### src/hw/rvPkg.sv
`default_nettype none

package rvPkg;

    typedef enum logic [1:0] {
        PhaseIf = 2'd0,
        PhaseId = 2'd1,
        PhaseEx = 2'd2,
        PhaseWb = 2'd3
    } phase_t;

    typedef enum logic [6:0] {
        OpcOp     = 7'b0110011,
        OpcOpImm  = 7'b0010011,
        OpcLoad   = 7'b0000011,
        OpcStore  = 7'b0100011,
        OpcBranch = 7'b1100011,
        OpcJal    = 7'b1101111,
        OpcJalr   = 7'b1100111
    } opcode_t;

    typedef enum logic [3:0] {
        AluAdd, AluSub, AluAnd, AluOr, AluXor, AluSll, AluSrl, AluSra,
        AluSlt, AluSltu,
        AluEq, AluNe, AluLt, AluGe, AluLtu, AluGeu // Branch compares, drive cond only
    } aluOp_t;

    // Datapath select encodings
    localparam logic       ASelPc   = 1'b0;
    localparam logic       ASelRs1  = 1'b1;
    localparam logic [1:0] BSelRs2  = 2'd0;
    localparam logic [1:0] BSelImm  = 2'd1;
    localparam logic [1:0] BSelFour = 2'd2;
    localparam logic [1:0] WbAlu    = 2'd0;
    localparam logic [1:0] WbMem    = 2'd1;
    localparam logic [1:0] WbLink   = 2'd2;
    localparam logic       PcSeq    = 1'b0;
    localparam logic       PcTarget = 1'b1;

    typedef struct packed {
        logic [6:0] funct7;
        logic [4:0] rs2;
        logic [4:0] rs1;
        logic [2:0] funct3;
        logic [4:0] rd;
        logic [6:0] opcode;
    } rType_t;

    typedef struct packed {
        logic [11:0] imm;
        logic [4:0]  rs1;
        logic [2:0]  funct3;
        logic [4:0]  rd;
        logic [6:0]  opcode;
    } iType_t;

    typedef struct packed {
        logic [6:0] immHi;
        logic [4:0] rs2;
        logic [4:0] rs1;
        logic [2:0] funct3;
        logic [4:0] immLo;
        logic [6:0] opcode;
    } sType_t;

    typedef struct packed {
        logic       imm12;
        logic [5:0] imm10to5;
        logic [4:0] rs2;
        logic [4:0] rs1;
        logic [2:0] funct3;
        logic [3:0] imm4to1;
        logic       imm11;
        logic [6:0] opcode;
    } bType_t;

    typedef struct packed {
        logic       imm20;
        logic [9:0] imm10to1;
        logic       imm11;
        logic [7:0] imm19to12;
        logic [4:0] rd;
        logic [6:0] opcode;
    } jType_t;

    typedef union packed {
        rType_t r;
        iType_t i;
        sType_t s;
        bType_t b;
        jType_t j;
    } instrWord_u;

    typedef struct packed {
        logic       pcWe;
        logic       pcSel;
        logic       aSel;
        logic [1:0] bSel;
        aluOp_t     aluOp;
        logic       regWe;
        logic [1:0] wbSel;
        logic       memWe;
        logic       irWe;
        logic       isBranch;
    } ctrlSig_t;

    typedef struct packed {
        logic        valid;
        logic [31:0] pc;
        logic [31:0] nextPc;
        logic        rdWe;
        logic [4:0]  rd;
        logic [31:0] rdData;
        logic        memWe;
        logic        illegal;
    } retireInfo_t;

endpackage

`default_nettype wire
### src/hw/rvDatapath.sv
`timescale 1ns/1ps
`default_nettype none

module rvDatapath import rvPkg::*; #(
    parameter  int MemWords = 256,
    localparam int AddrW    = $clog2(MemWords) + 2
) (
    input  logic             clk,
    input  logic             rstN,
    input  ctrlSig_t         ctrl,
    input  phase_t           phase,
    output instrWord_u       instr,
    output logic             cond,
    output logic [AddrW-1:0] memAddr,
    output logic [31:0]      memWdata,
    output logic             memWe,
    input  logic [31:0]      memRdata,
    output retireInfo_t      retire
);

    logic [31:0] pc;
    logic [31:0] aReg, bReg, linkReg, resultReg;
    logic [31:0] rdata1, rdata2;
    logic [31:0] imm;
    logic [31:0] aluA, aluB, aluResult;
    logic        aluCond;
    logic [31:0] wbData;
    logic [31:0] nextPc;
    logic        illegal;

    regFile regs0 (
        .clk   (clk),
        .rstN  (rstN),
        .rs1   (instr.r.rs1),
        .rs2   (instr.r.rs2),
        .rd    (instr.r.rd),
        .we    (ctrl.regWe),
        .wdata (wbData),
        .rdata1(rdata1),
        .rdata2(rdata2)
    );

    immDecode imm0 (.instr(instr), .imm(imm));

    aluUnit alu0 (.op(ctrl.aluOp), .a(aluA), .b(aluB), .result(aluResult), .cond(aluCond));

    assign aluA = (ctrl.aSel == ASelRs1) ? aReg : pc;
    assign aluB = (ctrl.bSel == BSelRs2) ? bReg :
                  (ctrl.bSel == BSelImm) ? imm : 32'd4;
    assign cond = ctrl.isBranch & aluCond;

    assign wbData = (ctrl.wbSel == WbMem)  ? memRdata :
                    (ctrl.wbSel == WbLink) ? linkReg : resultReg;

    // Bit zero cleared for JALR, a no-op for the even branch and JAL targets
    assign nextPc = (ctrl.pcSel == PcTarget) ? {resultReg[31:1], 1'b0} : linkReg;

    assign memAddr  = (phase == PhaseIf) ? pc[AddrW-1:0] : resultReg[AddrW-1:0];
    assign memWdata = bReg;
    assign memWe    = ctrl.memWe;

    always_comb begin
        case (instr.r.opcode)
            OpcOp, OpcOpImm, OpcLoad, OpcStore, OpcBranch, OpcJal, OpcJalr: illegal = 1'b0;
            default: illegal = 1'b1;
        endcase
    end

    always_ff @(posedge clk or negedge rstN) begin
        if (!rstN) begin
            pc    <= '0;
            instr <= '0;
        end else begin
            if (ctrl.irWe) instr <= memRdata;
            if (ctrl.pcWe) pc <= nextPc;
        end
    end

    always_ff @(posedge clk) begin
        if (phase == PhaseId) begin
            aReg    <= rdata1;
            bReg    <= rdata2;
            linkReg <= aluResult; // PC plus four
        end
        if (phase == PhaseEx) resultReg <= aluResult;
    end

    always_ff @(posedge clk or negedge rstN) begin
        if (!rstN) begin
            retire <= '0;
        end else begin
            retire.valid   <= ctrl.pcWe; // Only high in WB
            retire.pc      <= pc;
            retire.nextPc  <= nextPc;
            retire.rdWe    <= ctrl.regWe;
            retire.rd      <= instr.r.rd;
            retire.rdData  <= wbData;
            retire.memWe   <= ctrl.memWe;
            retire.illegal <= illegal;
        end
    end

endmodule

`default_nettype wire

### src/hw/regFile.sv
`timescale 1ns/1ps
`default_nettype none

module regFile (
    input  logic        clk,
    input  logic        rstN,
    input  logic [4:0]  rs1,
    input  logic [4:0]  rs2,
    input  logic [4:0]  rd,
    input  logic        we,
    input  logic [31:0] wdata,
    output logic [31:0] rdata1,
    output logic [31:0] rdata2
);

    logic [31:0] regs [32];

    always_ff @(posedge clk or negedge rstN) begin
        if (!rstN) begin
            for (int i = 0; i < 32; i++) begin
                regs[i] <= '0;
            end
        end else if (we && rd != 5'd0) begin // x0 writes dropped
            regs[rd] <= wdata;
        end
    end

    assign rdata1 = (rs1 == 5'd0) ? 32'd0 : regs[rs1];
    assign rdata2 = (rs2 == 5'd0) ? 32'd0 : regs[rs2];

endmodule

`default_nettype wire

### src/hw/immDecode.sv
`timescale 1ns/1ps
`default_nettype none

module immDecode import rvPkg::*; (
    input  instrWord_u  instr,
    output logic [31:0] imm
);

    logic isShift;

    // SLLI, SRLI and SRAI carry a shift amount, not a signed immediate
    assign isShift = (instr.r.opcode == OpcOpImm) && (instr.r.funct3[1:0] == 2'b01);

    always_comb begin
        case (instr.r.opcode)
            OpcOpImm: begin
                if (isShift) begin
                    imm = {27'd0, instr.r.rs2};
                end else begin
                    imm = {{20{instr.i.imm[11]}}, instr.i.imm};
                end
            end
            OpcLoad, OpcJalr: imm = {{20{instr.i.imm[11]}}, instr.i.imm};
            OpcStore: imm = {{20{instr.s.immHi[6]}}, instr.s.immHi, instr.s.immLo};
            OpcBranch: begin
                imm = {{20{instr.b.imm12}}, instr.b.imm11, instr.b.imm10to5,
                       instr.b.imm4to1, 1'b0};
            end
            OpcJal: begin
                imm = {{12{instr.j.imm20}}, instr.j.imm19to12, instr.j.imm11,
                       instr.j.imm10to1, 1'b0};
            end
            default: imm = '0; // R format has no immediate
        endcase
    end

endmodule

`default_nettype wire

### src/hw/aluUnit.sv
`timescale 1ns/1ps
`default_nettype none

module aluUnit import rvPkg::*; (
    input  aluOp_t      op,
    input  logic [31:0] a,
    input  logic [31:0] b,
    output logic [31:0] result,
    output logic        cond
);

    logic [4:0] shamt;
    logic       lessS;
    logic       lessU;

    assign shamt = b[4:0];
    assign lessS = $signed(a) < $signed(b);
    assign lessU = a < b;

    always_comb begin
        case (op)
            AluAdd:  result = a + b;
            AluSub:  result = a - b;
            AluAnd:  result = a & b;
            AluOr:   result = a | b;
            AluXor:  result = a ^ b;
            AluSll:  result = a << shamt;
            AluSrl:  result = a >> shamt;
            AluSra:  result = $unsigned($signed(a) >>> shamt);
            AluSlt:  result = {31'd0, lessS};
            AluSltu: result = {31'd0, lessU};
            default: result = a - b; // Compare ops, result unused
        endcase
    end

    always_comb begin
        case (op)
            AluEq:   cond = (a == b);
            AluNe:   cond = (a != b);
            AluLt:   cond = lessS;
            AluGe:   cond = !lessS;
            AluLtu:  cond = lessU;
            AluGeu:  cond = !lessU;
            default: cond = 1'b0;
        endcase
    end

endmodule

`default_nettype wire

### config.mk
export PLATFORM = sky130hd
export DESIGN_NAME = rvDatapath
export DESIGN_NICKNAME = d
export VERILOG_FILES = /design/src/hw/rvPkg.sv /design/src/hw/rvDatapath.sv /design/src/hw/regFile.sv /design/src/hw/immDecode.sv /design/src/hw/aluUnit.sv
export SDC_FILE = /design/constraint.sdc
export NUM_CORES = 2
export LEC_CHECK = 0
export ABC_AREA = 1
export BUFFER_PORTS_ARGS = -buffer_cell sky130_fd_sc_hd__buf_4
export CAP_MARGIN = 20
export CORE_MARGIN = 1.5
export CORE_UTILIZATION = 50
export DETAILED_ROUTE_END_ITERATION = 10
export GPL_TIMING_DRIVEN = 1
export PLACE_DENSITY = 0.65
export SKIP_CTS_REPAIR_TIMING = 1
export SYNTH_ARGS = -nofsm -noshare
export SYNTH_HDL_FRONTEND = slang
export SYNTH_HIERARCHICAL = 1
export SYNTH_SLANG_ARGS = --single-unit
### constraint.sdc
create_clock -name clk -period 7 [get_ports clk]
set_clock_uncertainty 0.05 [all_clocks]
set_input_delay 1.4 -clock clk [delete_from_list [all_inputs] [get_ports clk]]
set_output_delay 1.4 -clock clk [all_outputs]
set_load 0.005 [all_outputs]
==> flow_summary.ini <==
[routing]
via_per_inst = 6.16
routed_wl_mm = 354
vias = 81700
drt_iter0_drc = 11800
drtAntennaViolNets = 0
dr.pass1.iters = 9
drc = 0
post_drt_wl_per_cell_um = 26.7

[critical_path]
crit_chain = inv_2, nand3_4, inv_2, nand2_1, nand3_4, nor2_8, nor2_2, buf_4, nand3_1, nand2_1, inv_1, ha_1, nor2_1, nand2_1, nor2_2, nand2_1, nor4_2, o21ai_0, nor2_1, nand2_1, nand2_1, inv_1, buf_4
max_stage_delay_ps = 540
worstSetupEndpointType = output port
regToRegStartpoint = instr[1]
critPathArrivalTime_ps = 5100
cp-start-kind = flop
cp_max_fo = 12
worstPathRequired_ps = 5550
crit_top_cell = nand2_1
cp_slowest_cell = nor4_2
critPathLaunch = instr[4]
crit_type = flop to output port

[synth]
synth-edff-count = 128
async_flop_share_pct = 90.3
synthesis.nets = 11600
yosysTopAreaCellShare_pct = 37.4
seq_area_frac_synth_pct = 42.2
synthTopCellsByArea = dfrtp_1, nand2_1, nand3_1
postSynthAreaPerCell_um2 = 6.99
netlist_area_um2 = 79900
ys_ff_latch = 1321
ys_warn_count = 6
postSynthCellCount = 11400
synth_top_flop_cell = dfrtp_1
synth_cell_types = 64
synth_top_area_cell = dfrtp_1

[clocking]
cts-root-buf = clkbuf_16
cts_buffers = 147
clock-sinks = 1321
cts_htree_levels = 4
clockBufferDepth = 3
cts.clk_slew.worst_paths_ps = 60
cts_tree = done
worstSkewPairLatency_ps = 850

[layout]
drive_above_1_share_pct = 9.33
final_core_util_pct = 54.7
nNetsFinal = 11200
area_delta_synth_final_pct = 8.55

[sta]
relSlewSlack_pct = 19.7
period_minus_slack_ps = 6550
slew_violations = 0
fin_hold_ws_ps = 314
rsz0062_at_grt = false
finalSetupTns_ps = 0
finalCritPeriodShare_pct = 93.5
finalSetupViolCount = 0
fmaxAchievable_mhz = 153
worst_slew_pin_slew_ps = 1190
hold_violations = 0

[power_and_ir_drop]
p_leak_nw = 41.3
powerDensity_nw_per_um2 = 322
ir_worst_vdd_uv = 271

[die]
die_area_um2 = 162000
die_width_um = 403
ios = 232
initial_core_util_pct = 50.4
core_um2 = 159000
placementRows = 146
die_h_um = 403

[grt]
grt.overflow.total = 0
antenna_found_initial = 23
first_global_vias = 74800
grt_max_degree = 168
grt_pass1_wl_mm = 512
gr-usage-all-layers_pct = 42.6

[placed_design]
hpwl_mm = 233
portBuffers = 231
routabilityCongestion = 1.08

[run]
cap_violations = 0

[worst_hold_path]
min_from = pc[8]
hold_path.class = flop to flop

[outcome]
outcome = finished clean
## report_power, final
group          internal, W  switching [W]  leakage, nW
Clock              0.00453        0.00343         2.39
Combinational      0.00281        0.00551         22.7
Sequential         0.00998        0.00171         16.2
## synthesized netlist by cell type, types with 53 or more instances
library cell and number:
nand2_1 3789, nand3_1 1855, dfrtp_1 1193, nor2_1 1014, a21oi_1 759, o21ai_0 663, clkbuf_1 510, inv_1 429
buf_2 225, edfxtp_1 128, nand2_2 113, ha_1 97, buf_1 80, nand3_2 69, buf_6 53
## logic make-up after synthesis
kind of cell	share of synthesized area, %
buffers and inverters	7.75
adders and majority gates	1.57
xor gates and xnor gates	0.0438
AOI/OAI and AO/OA	10.8
DFF	42.2
and+or+nand+nor	37.6
muxes	0.0125
## area by class of cell
| class | instances | area (um^2) |
|---|---|---|
| clock buffer | 219 | 4330 |
| multi-input combinational | 8719 | 40100 |
| fill | 15300 | 71800 |
| clock inverter | 42 | 539 |
| inverter | 474 | 1860 |
| antenna | 5 | 12.5 |
| sequential | 1321 | 33700 |
| timing repair buffer | 406 | 3560 |
| tap | 2072 | 2590 |
## placed cells by master (no fill, tap or decap), types with 17 or more instances in the layout
cell type  count
ha_1          97
a21oi_1      759
nand3_2       74
inv_1        427
nand2_2      120
inv_2         27
nor3_1        18
nand4_1       42
o211ai_1      30
o22ai_1       27
clkbuf_8      32
nor2_4        23
buf_12        24
clkinv_2      18
clkbuf_16    150
dfrtp_1     1183
o21ai_2       34
nand3_1     1850
clkbuf_1      37
a21oi_2       47
nor2_2        22
o21ai_1       17
edfxtp_1     128
buf_4        371
nor2_1      1012
o21ai_0      663
nand2_1     3782
## worst max-delay path, delay by kind of cell, from the launching register on
family / cells / cell delay, ps
and+or+nand+nor: 15 / 2360
DFF: 1 / 460
AOI/OAI and AO/OA: 1 / 190
buffers and inverters: 6 / 800
adders and majority gates: 1 / 400
## stage by stage
stage | worst slack, ps | cells | total power [W] | area (um^2)
after global routing | 60.4 | 13300 | 0.0295 | 86700
after detailed placement | 582 | 13000 | 0.0198 | 81600
final | 454 | 13300 | 0.0280 | 86700
after floorplan | 937 | 11400 | 0.0169 | 79900
after global placement | 645 | 13000 | 0.0195 | 81500
after CTS | 440 | 13200 | 0.0277 | 86500
## registers in the layout, summed over array words and instances, names as in the netlist
register / cells
memWdata: 32
aReg: 32
regs0/regs: 1024
instr: 32
pc: 32
resultReg: 32
linkReg: 32
retire: 105
## worst paths after layout
kind / slack (ps) / endpoint / cells past startpoint
min in group asynchronous: 530 / regs0/regs[708] / 1
hold / removal: 310 / retire[80] / 0
setup / recovery: 450 / cond / 23
max in group asynchronous: 4590 / regs0/regs[718] / 3
hold reg to reg: 310 / retire[80] / 0
setup reg to reg: 2120 / linkReg[9] / 22
## layer usage
layer	track usage (%)	wire length, um	vias up
met5	0	107	-
met1	58.4	141000	38900
met2	62.7	151000	5314
met3	9.75	40500	988
met4	22.9	20900	12
li1	-	-	36500
No activity file was read; power rests on OpenSTA's default activity.
