===== config.mk =====
export PLATFORM = sky130hd
export DESIGN_NAME = multiCycleControl
export DESIGN_NICKNAME = d
export VERILOG_FILES = /design/src/hw/rvPkg.sv /design/src/hw/multiCycleControl.sv
export SDC_FILE = /design/constraint.sdc
export NUM_CORES = 1
export LEC_CHECK = 0
export ABC_AREA = 1
export BUFFER_PORTS_ARGS = -buffer_cell sky130_fd_sc_hd__buf_2
export CORE_MARGIN = 2
export CORE_UTILIZATION = 29
export CTS_CLUSTER_DIAMETER = 40
export DETAILED_ROUTE_END_ITERATION = 7
export PLACE_DENSITY_LB_ADDON = 0.12
export SLEW_MARGIN = 20
export SYNTH_ARGS = -nofsm -noshare
export SYNTH_HDL_FRONTEND = slang
export SYNTH_SLANG_ARGS = --single-unit
export TNS_END_PERCENT = 50

===== constraint.sdc =====
create_clock -name clk -period 1.1 [get_ports clk]
set_clock_uncertainty 0.1 [all_clocks]
set_input_delay 0.055 -clock clk [delete_from_list [all_inputs] [get_ports clk]]
set_output_delay 0.055 -clock clk [all_outputs]
set_load 0.05 [all_outputs]

===== src/hw/rvPkg.sv =====
`default_nettype none

package rvPkg;

    typedef enum logic [1:0] {
        PhaseIf = 2'd0,
        PhaseId = 2'd1,
        PhaseEx = 2'd2,
        PhaseWb = 2'd3
    } phase_t;

    typedef enum logic [6:0] {
        OpcOp     = 7'b0110011,
        OpcOpImm  = 7'b0010011,
        OpcLoad   = 7'b0000011,
        OpcStore  = 7'b0100011,
        OpcBranch = 7'b1100011,
        OpcJal    = 7'b1101111,
        OpcJalr   = 7'b1100111
    } opcode_t;

    typedef enum logic [3:0] {
        AluAdd, AluSub, AluAnd, AluOr, AluXor, AluSll, AluSrl, AluSra,
        AluSlt, AluSltu,
        AluEq, AluNe, AluLt, AluGe, AluLtu, AluGeu // Branch compares, drive cond only
    } aluOp_t;

    // Datapath select encodings
    localparam logic       ASelPc   = 1'b0;
    localparam logic       ASelRs1  = 1'b1;
    localparam logic [1:0] BSelRs2  = 2'd0;
    localparam logic [1:0] BSelImm  = 2'd1;
    localparam logic [1:0] BSelFour = 2'd2;
    localparam logic [1:0] WbAlu    = 2'd0;
    localparam logic [1:0] WbMem    = 2'd1;
    localparam logic [1:0] WbLink   = 2'd2;
    localparam logic       PcSeq    = 1'b0;
    localparam logic       PcTarget = 1'b1;

    typedef struct packed {
        logic [6:0] funct7;
        logic [4:0] rs2;
        logic [4:0] rs1;
        logic [2:0] funct3;
        logic [4:0] rd;
        logic [6:0] opcode;
    } rType_t;

    typedef struct packed {
        logic [11:0] imm;
        logic [4:0]  rs1;
        logic [2:0]  funct3;
        logic [4:0]  rd;
        logic [6:0]  opcode;
    } iType_t;

    typedef struct packed {
        logic [6:0] immHi;
        logic [4:0] rs2;
        logic [4:0] rs1;
        logic [2:0] funct3;
        logic [4:0] immLo;
        logic [6:0] opcode;
    } sType_t;

    typedef struct packed {
        logic       imm12;
        logic [5:0] imm10to5;
        logic [4:0] rs2;
        logic [4:0] rs1;
        logic [2:0] funct3;
        logic [3:0] imm4to1;
        logic       imm11;
        logic [6:0] opcode;
    } bType_t;

    typedef struct packed {
        logic       imm20;
        logic [9:0] imm10to1;
        logic       imm11;
        logic [7:0] imm19to12;
        logic [4:0] rd;
        logic [6:0] opcode;
    } jType_t;

    typedef union packed {
        rType_t r;
        iType_t i;
        sType_t s;
        bType_t b;
        jType_t j;
    } instrWord_u;

    typedef struct packed {
        logic       pcWe;
        logic       pcSel;
        logic       aSel;
        logic [1:0] bSel;
        aluOp_t     aluOp;
        logic       regWe;
        logic [1:0] wbSel;
        logic       memWe;
        logic       irWe;
        logic       isBranch;
    } ctrlSig_t;

    typedef struct packed {
        logic        valid;
        logic [31:0] pc;
        logic [31:0] nextPc;
        logic        rdWe;
        logic [4:0]  rd;
        logic [31:0] rdData;
        logic        memWe;
        logic        illegal;
    } retireInfo_t;

endpackage

`default_nettype wire

===== src/hw/multiCycleControl.sv =====
`timescale 1ns/1ps
`default_nettype none

module multiCycleControl import rvPkg::*; (
    input  logic       clk,
    input  logic       rstN,
    input  logic       run,
    input  instrWord_u instr,
    input  logic       cond,
    output ctrlSig_t   ctrl,
    output phase_t     phase
);

    logic [6:0] opcode;
    logic [2:0] funct3;
    logic [6:0] funct7;
    aluOp_t     arithOp;
    aluOp_t     branchOp;

    assign opcode = instr.r.opcode;
    assign funct3 = instr.r.funct3;
    assign funct7 = instr.r.funct7;

    always_ff @(posedge clk or negedge rstN) begin
        if (!rstN) begin
            phase <= PhaseIf;
        end else if (run) begin
            phase <= phase_t'(phase + 2'd1); // Wraps WB back to IF
        end
    end

    always_comb begin
        case (funct3)
            3'b000:  arithOp = (opcode == OpcOp && funct7[5]) ? AluSub : AluAdd;
            3'b001:  arithOp = AluSll;
            3'b010:  arithOp = AluSlt;
            3'b011:  arithOp = AluSltu;
            3'b100:  arithOp = AluXor;
            3'b101:  arithOp = funct7[5] ? AluSra : AluSrl; // Also imm[10] for SRAI
            3'b110:  arithOp = AluOr;
            default: arithOp = AluAnd;
        endcase
    end

    always_comb begin
        case (funct3)
            3'b001:  branchOp = AluNe;
            3'b100:  branchOp = AluLt;
            3'b101:  branchOp = AluGe;
            3'b110:  branchOp = AluLtu;
            3'b111:  branchOp = AluGeu;
            default: branchOp = AluEq;
        endcase
    end

    always_comb begin
        ctrl       = '0;
        ctrl.aSel  = ASelPc;
        ctrl.bSel  = BSelFour;
        ctrl.aluOp = AluAdd; // PC plus four in ID
        ctrl.wbSel = WbAlu;
        ctrl.pcSel = PcSeq;
        case (phase)
            PhaseIf: ctrl.irWe = 1'b1;
            PhaseEx: begin
                case (opcode)
                    OpcOp: begin
                        ctrl.aSel  = ASelRs1;
                        ctrl.bSel  = BSelRs2;
                        ctrl.aluOp = arithOp;
                    end
                    OpcOpImm: begin
                        ctrl.aSel  = ASelRs1;
                        ctrl.bSel  = BSelImm;
                        ctrl.aluOp = arithOp;
                    end
                    OpcLoad, OpcStore, OpcJalr: begin
                        ctrl.aSel = ASelRs1; // Base plus offset
                        ctrl.bSel = BSelImm;
                    end
                    OpcBranch, OpcJal: ctrl.bSel = BSelImm; // PC relative target
                    default: ;
                endcase
            end
            PhaseWb: begin
                ctrl.pcWe = 1'b1;
                case (opcode)
                    OpcOp, OpcOpImm: ctrl.regWe = 1'b1;
                    OpcLoad: begin
                        ctrl.regWe = 1'b1;
                        ctrl.wbSel = WbMem;
                    end
                    OpcStore: ctrl.memWe = 1'b1;
                    OpcBranch: begin
                        // Compare rs1 and rs2 while the target waits in the result reg
                        ctrl.aSel     = ASelRs1;
                        ctrl.bSel     = BSelRs2;
                        ctrl.aluOp    = branchOp;
                        ctrl.isBranch = 1'b1;
                        ctrl.pcSel    = cond ? PcTarget : PcSeq;
                    end
                    OpcJal, OpcJalr: begin
                        ctrl.regWe = 1'b1;
                        ctrl.wbSel = WbLink;
                        ctrl.pcSel = PcTarget;
                    end
                    default: ; // Unknown opcode falls through as a no-op
                endcase
            end
            default: ;
        endcase
        if (!run) begin
            ctrl.pcWe  = 1'b0;
            ctrl.irWe  = 1'b0;
            ctrl.regWe = 1'b0;
            ctrl.memWe = 1'b0;
        end
    end

endmodule

`default_nettype wire


==> summary.md, run 1 <==
| Metric | Value |
|---|---|
| Status | `complete, but fails checks` |
| Failing checks | `setup timing` |
| Syn nets | `122` |
| Reg2reg end | `phase[1]` |
| Height of the die | `43.8 um` |
| Leading area contributor after synthesis | `nand2_1` |
| Ports | `53` |
| Startpoint types | `flop` |
| Worst hold margin | `9.39 ps` |
| Area fraction of the dominant cell type after synthesis | `18.0%` |
| Final worst slack | `-520 ps` |
| Flop-to-flop setup slack | `-100 ps` |
| GRT Util Overall | `20.3%` |
| Synth top area cells | `nand2_1 (18%), inv_1 (13%), dfrtp_1 (11%), ha_1 (8.2%), nor2_1 (7.4%)` |
| GRT overflow | `0` |
| Vias in the first global route | `706` |
| Clock latency on the worst-skew pair | `220 ps` |
| CP endpoint kind | `primary output` |
| Post-synthesis sequential area ratio | `10.9%` |
| Most flops, register | `phase` |
| Post-route DRC | `0` |
| Placed cell area | `918 um2` |
| Final Wtd Congestion | `0.727` |
| TritonCTS clock tree | `built` |
| Worst-Margin Slew | `340 ps` |
| R2R depth | `6` |
| Post-route ant nets | `0` |
| Critical Path Source | `phase[0]` |
| TritonCTS Sinks | `2` |
| Worst vdd ir | `1450 uV` |
| I/O Buffers | `31` |
| Synthesis-to-layout area growth | `153%` |
| Synth Area in XOR/XNOR | `1.91%` |
| Final Setup Violations | `17` |
| Largest family of logic cells by synthesized area | `simple AND/OR/NAND/NOR gates` |
| Fmax | `0.617 GHz` |
| Non-Filler Instances | `157` |
| Core Area | `1490 um2` |
| Crit path to | `ctrl[6]` |
| Top-count cell post-synth | `nand2_1` |
| WL per Instance | `10.9 um` |
| Die W | `43.8 um` |
| Worst Hold Class | `input pin to flop` |
| Portion of netlist area occupied by mux cells | `0%` |
| TritonCTS buffer count | `3` |
| Commonest cells in the netlist | `nand2_1 (22), inv_1 (16), nor2_1 (9)` |
| First-pass GRT wire length | `2950 um` |
| Placed cells | `151` |
| Largest register FFs | `2` |
| FP Rows | `14` |
| H-tree levels | `1` |
| Synth Area in Compound Gates | `14.4%` |
| ANT cells | `0` |
| Leakage power | `0.578 nW` |
| Largest net degree at the start of global routing | `6` |
| Clk slew on worst S/H paths | `30 ps` |
| First DRT Iteration DRCs | `8` |
| Slew margin rel. | `77.1%` |
| Req. time, crit path | `940 ps` |
| Ratio of cells with drive above 1 in the final layout | `67.4%` |
| Setup TNS | `-6650 ps` |
| Maxcap violations | `0` |
| Yosys warns | `0` |
| Slew Viols, Final | `0` |
| Prevailing post-synth register cell | `dfrtp_1` |
| RSZ-0062 raised after global routing | `yes` |
| CP max FO | `4` |
| Via/cell ratio | `4.53` |
| Synth unique cells | `18` |
| Initial Utilization | `30.8%` |
| Detail Placement HPWL | `1260 um` |
| Post-Synth Adder-Cell Area | `8.17%` |
| Endpoints failing hold | `0` |
| Root Driver | `clkbuf_4` |
| Nets@finish | `182` |
| EDFF count, synth | `0` |
| Tmin final | `1620 ps` |
| Hold Path Stages | `2` |
| Full die area | `1920 um2` |
| DR vias | `711` |
| Synth Area per Inst | `5.53 um2` |
| Post-Route WL | `1710 um` |
| Tcrit/Tclk final | `147%` |
| Fillers | `111` |
| Critical Path AT | `1470 ps` |
| Syn Inst Count | `83` |
| Post-synthesis simple-gate area fraction | `49.9%` |
| Number of synthesized register bits | `2` |
| Post-synthesis async set-or-reset flop share | `100%` |
| Synth Cell Area | `459 um2` |
| Power per standard cell area | `1430 nW/um2` |
| Design area | `1160 um2` |
| DRT Pass-1 Iters | `4` |
| Top flop regs | `phase: 2 flops` |
| Reg2Reg Launch Point | `phase[0]` |
| WS Path Type | `flop to primary output` |
| CTS max path bufs | `2` |
| Initial antenna violation count | `0` |
==> per-stage QoR <==
stage / setup WS (ps) / util, % / power [mW]
2_1_floorplan: -554 / - / 0.756
3_3_place_gp: -489 / 61.7 / 1.14
3_5_place_dp: -522 / 61.7 / 1.16
4_1_cts: -523 / 77.3 / 1.66
5_1_grt: -609 / 77.9 / 1.76
6_report: -520 / 77.9 / 1.66
==> worst min-delay path by stage <==
stage,from,endpoint
after floorplan,rstN,phase[0]
after global placement,rstN,phase[1]
after detailed placement,rstN,phase[0]
after CTS,run,phase[0]
after global routing,run,phase[0]
final,run,phase[0]
==> placed cells by master, fill, tap and decap left out <==
master / synthesis / final
buf_4: 0 / 19
nand2_1: 22 / 18
buf_6: 0 / 17
buf_2: 0 / 14
inv_1: 16 / 11
nor2_1: 9 / 6
inv_2: 2 / 6
nand2_2: 5 / 5
nor2_4: 2 / 4
nand2_4: 0 / 4
nand3_1: 4 / 3
o21ai_0: 5 / 3
ha_4: 0 / 3
clkbuf_4: 0 / 3
buf_8: 0 / 3
nand3_2: 2 / 2
a21oi_2: 1 / 2
nor2_2: 1 / 2
a21oi_1: 3 / 2
o22ai_4: 0 / 2
nor4_4: 0 / 2
dfrtp_2: 0 / 2
nand3_4: 0 / 1
o21ai_4: 0 / 1
inv_4: 0 / 1
o21ai_2: 0 / 1
o21ai_1: 1 / 1
xor2_1: 1 / 1
dlygate4sd3_1: 0 / 1
buf_12: 0 / 1
==> routing by layer <==
metal	track usage, %	up-vias	routed length [um]
met5	0	-	0
met4	5.45	0	0
met1	20.5	317	646
li1	-	376	-
met3	2.92	0	75
met2	41.8	18	991
==> what timing repair did <==
action                                  CTS  global route
pin swaps                                11             1
endpoints found under the hold margin     2             0
endpoints found under the setup margin   18            18
resized for setup                        57             3
hold buffers                              1             0
setup buffers                             2             0
==> critical path: stages, from the launching register on <==
cell	delay, ps
dfrtp_2	390
inv_2	70
ha_4	130
inv_2	50
nor2_4	90
nand2_4	90
a21oi_2	130
nand2_2	80
nand2_4	70
buf_8	130
==> cells by family (layout without fill, tap and decap cells) <==
| group | Yosys count | count (layout) |
|---|---|---|
| flops | 2 | 2 |
| simple gates | 47 | 47 |
| buf+inv | 18 | 76 |
| xor+xnor | 1 | 1 |
| fa+ha+maj | 3 | 3 |
| compound gates | 12 | 12 |
==> layout make-up <==
class	count	area, um2	area share, %
multi-input cells	63	515	44.4
well taps	16	20.0	1.73
inverters	18	70.1	6.04
repair buffers	55	479	41.3
clock buffers	3	22.5	1.94
flip-flops and latches	2	52.6	4.53
==> power breakdown <==
group / leakage, nW / switching, mW / internal (mW)
Sequential: 0.0217 / 0.0413 / 0.119
Combinational: 0.542 / 0.741 / 0.593
Clock: 0.0138 / 0.0412 / 0.120
(Power assumes the default switching activity.)
==> inputs of run 2 (changes only) <==
--- a/config.mk
+++ b/config.mk
@@ -12,6 +12,7 @@
 export CTS_CLUSTER_DIAMETER = 40
 export DETAILED_ROUTE_END_ITERATION = 7
 export PLACE_DENSITY_LB_ADDON = 0.12
+export REMOVE_ABC_BUFFERS = 1
 export SLEW_MARGIN = 20
 export SYNTH_ARGS = -nofsm -noshare
 export SYNTH_HDL_FRONTEND = slang
==> summary.md, run 2 (synthesis gave the netlist of run 1 again) <==
| Metric | Value |
|---|---|
| Status | `complete, but fails checks (unchanged)` |
| Failing checks | `setup timing (unchanged)` |
| Met1 WL | `696 um (was 646 um)` |
| Height of the die | `43.8 um (unchanged)` |
| Largest register FFs | `2 (unchanged)` |
| Clock latency on the worst-skew pair | `230 ps (was 220 ps)` |
| Post-Route WL | `1650 um (was 1710 um)` |
| Slowest-stage cell, CP | `dfrtp_1 (was dfrtp_2)` |
| ANT cells | `0 (unchanged)` |
| Endpoints failing hold | `0 (unchanged)` |
| Nets@finish | `174 (was 182)` |
| R2R depth | `6 (unchanged)` |
| DRT Pass-1 Iters | `5 (was 4)` |
| Most frequent cells in the layout | `nand2_1 (19), buf_2 (15), buf_6 (15) (was buf_4 (19), nand2_1 (18), buf_6 (17))` |
| Startpoint types | `flop (unchanged)` |
| H-tree levels | `1 (unchanged)` |
| Initial antenna violation count | `0 (unchanged)` |
| First DRT Iteration DRCs | `7 (was 8)` |
| Critical Path AT | `1470 ps (about the same)` |
| Reg2reg end | `phase[1] (unchanged)` |
| Tot Pwr | `1.53 mW (was 1.66 mW)` |
| WS Path Type | `flop to primary output (unchanged)` |
| Crit path top cell by count | `inv_2` |
| Req. time, crit path | `940 ps (about the same)` |
| TritonCTS Sinks | `2 (unchanged)` |
| Via/cell ratio | `4.56 (was 4.53)` |
| Largest net degree at the start of global routing | `7 (was 6)` |
| CP max stage delay | `400 ps (was 390 ps)` |
| Flop-to-flop setup slack | `-150 ps (was -100 ps)` |
| Full die area | `1920 um2 (unchanged)` |
| TritonCTS clock tree | `built (unchanged)` |
| GRT Util Overall | `17.7% (was 20.3%)` |
| First-pass GRT wire length | `2550 um (was 2950 um)` |
| Final Wtd Congestion | `0.758 (was 0.727)` |
| Placed cell area | `717 um2 (was 918 um2)` |
| Die W | `43.8 um (unchanged)` |
| Synthesis-to-layout area growth | `119% (was 153%)` |
| Hold path endpoint | `phase[1] (was phase[0])` |
| Reg2Reg Launch Point | `phase[0] (unchanged)` |
| DR vias | `679 (was 711)` |
| WL per Instance | `11.1 um (was 10.9 um)` |
| Final Setup Violations | `16 (was 17)` |
| Worst-Margin Slew | `246 ps (was 340 ps)` |
| Vias in the first global route | `612 (was 706)` |
| Ports | `53 (unchanged)` |
| Core Area | `1490 um2 (unchanged)` |
| Worst vdd ir | `1500 uV (was 1450 uV)` |
| Initial Utilization | `30.8% (unchanged)` |
| Hold Path Origin | `run (unchanged)` |
| Fillers | `134 (was 111)` |
| Final worst slack | `-529 ps (was -520 ps)` |
| Setup TNS | `-6740 ps (was -6650 ps)` |
| Detail Placement HPWL | `1040 um (was 1260 um)` |
| Worst Hold Class | `input pin to flop (unchanged)` |
| Root Driver | `clkbuf_4 (unchanged)` |
| Most flops, register | `phase (unchanged)` |
| Tmin final | `1630 ps (was 1620 ps)` |
| CTS max path bufs | `2 (unchanged)` |
| Leakage power | `0.501 nW (was 0.578 nW)` |
| Post-route DRC | `0 (unchanged)` |
| CP endpoint kind | `primary output (unchanged)` |
| Hold Path Stages | `3 (was 2)` |
| Met3 wire len | `101 um (was 75 um)` |
| I/O Buffers | `31 (unchanged)` |
| Power per standard cell area | `1530 nW/um2 (was 1430 nW/um2)` |
| CP max FO | `3 (was 4)` |
| Tcrit/Tclk final | `148% (was 147%)` |
| Maxcap violations | `0 (unchanged)` |
| Most common cell after layout, fill and taps aside | `nand2_1 (was buf_4)` |
| Ratio of cells with drive above 1 in the final layout | `61.7% (was 67.4%)` |
| RSZ-0062 raised after global routing | `yes (unchanged)` |
| Slew Viols, Final | `0 (unchanged)` |
| FP Rows | `14 (unchanged)` |
| Design area | `1000 um2 (was 1160 um2)` |
| Max layer used | `met4 (was met3)` |
| GRT overflow | `0 (unchanged)` |
| Clk slew on worst S/H paths | `40 ps (was 30 ps)` |
| Metal2 WL | `840 um (was 991 um)` |
| Post-route ant nets | `0 (unchanged)` |
| Slew margin rel. | `83.5% (was 77.1%)` |
| CP Cell Sequence | `inv_2, ha_4, inv_2, buf_4, o21ai_0, nand2_1, buf_6 (was inv_2, ha_4, inv_2, nor2_4, nand2_4, a21oi_2, nand2_2, nand2_4, buf_8)` |
| Fmax | `0.614 GHz (was 0.617 GHz)` |
| Top flop regs | `phase: 2 flops (unchanged)` |
| TritonCTS buffer count | `3 (unchanged)` |
-- run 2: what timing repair did --
| item | CTS | global route |
|---|---|---|
| buffers inserted | 2 | 1 |
| hold endpoints to repair | 4 | 0 |
| pin swaps | 7 | 3 |
| setup endpoints to repair | 17 | 18 |
| hold buffers | 2 | 0 |
| resized for setup | 52 | 12 |
-- run 2: worst max path at each step --
stage	startpoint	to	slack, ps	depth (start not counted)
final	phase[0]	ctrl[11]	-530	7
after floorplan	phase[0]	ctrl[2]	-1680	3
after CTS	phase[0]	ctrl[3]	-490	5
after global routing	phase[0]	ctrl[11]	-630	7
after detailed placement	phase[0]	ctrl[6]	-400	9
after global placement	phase[0]	ctrl[6]	-380	9
-- run 2: power breakdown --
group	internal [mW]	switching (mW)	leakage (nW)
registers	0.116	0.0595	0.0227
clock network	0.121	0.0479	0.0138
logic	0.494	0.696	0.464
-- run 2: critical path: cells and delay by family (launching register included) --
family	cells	cell delay (ps)
fa+ha+maj	1	130
simple gates	1	100
buf+inv	4	430
compound gates	1	190
flops	1	400
-- run 2: metrics by stage --
stage               utilization, %  instances  hold WS (ps)  worst slack (ps)
finish                        67.5        149          10.7              -529
CTS                           63.6        148         0.550              -493
floorplan                        -         83          -341             -1680
global placement              48.2        141          -260              -378
global route                  67.5        149          4.66              -634
detailed placement            48.2        141          -260              -400
-- run 2: layout make-up --
class	count	area, um2	area share [%]
clock buffers	3	22.5	2.24
inverters	18	70.1	6.97
multi-input cells	63	457	45.5
flip-flops and latches	2	51.3	5.11
well taps	16	20.0	1.99
repair buffers	47	384	38.2
-- run 2: metal layers --
metal / vias to the layer above / global-route usage (%)
met5: - / 0
met4: 0 / 9.09
met3: 2 / 2.50
met2: 27 / 27.9
met1: 290 / 23.2
li1: 360 / -
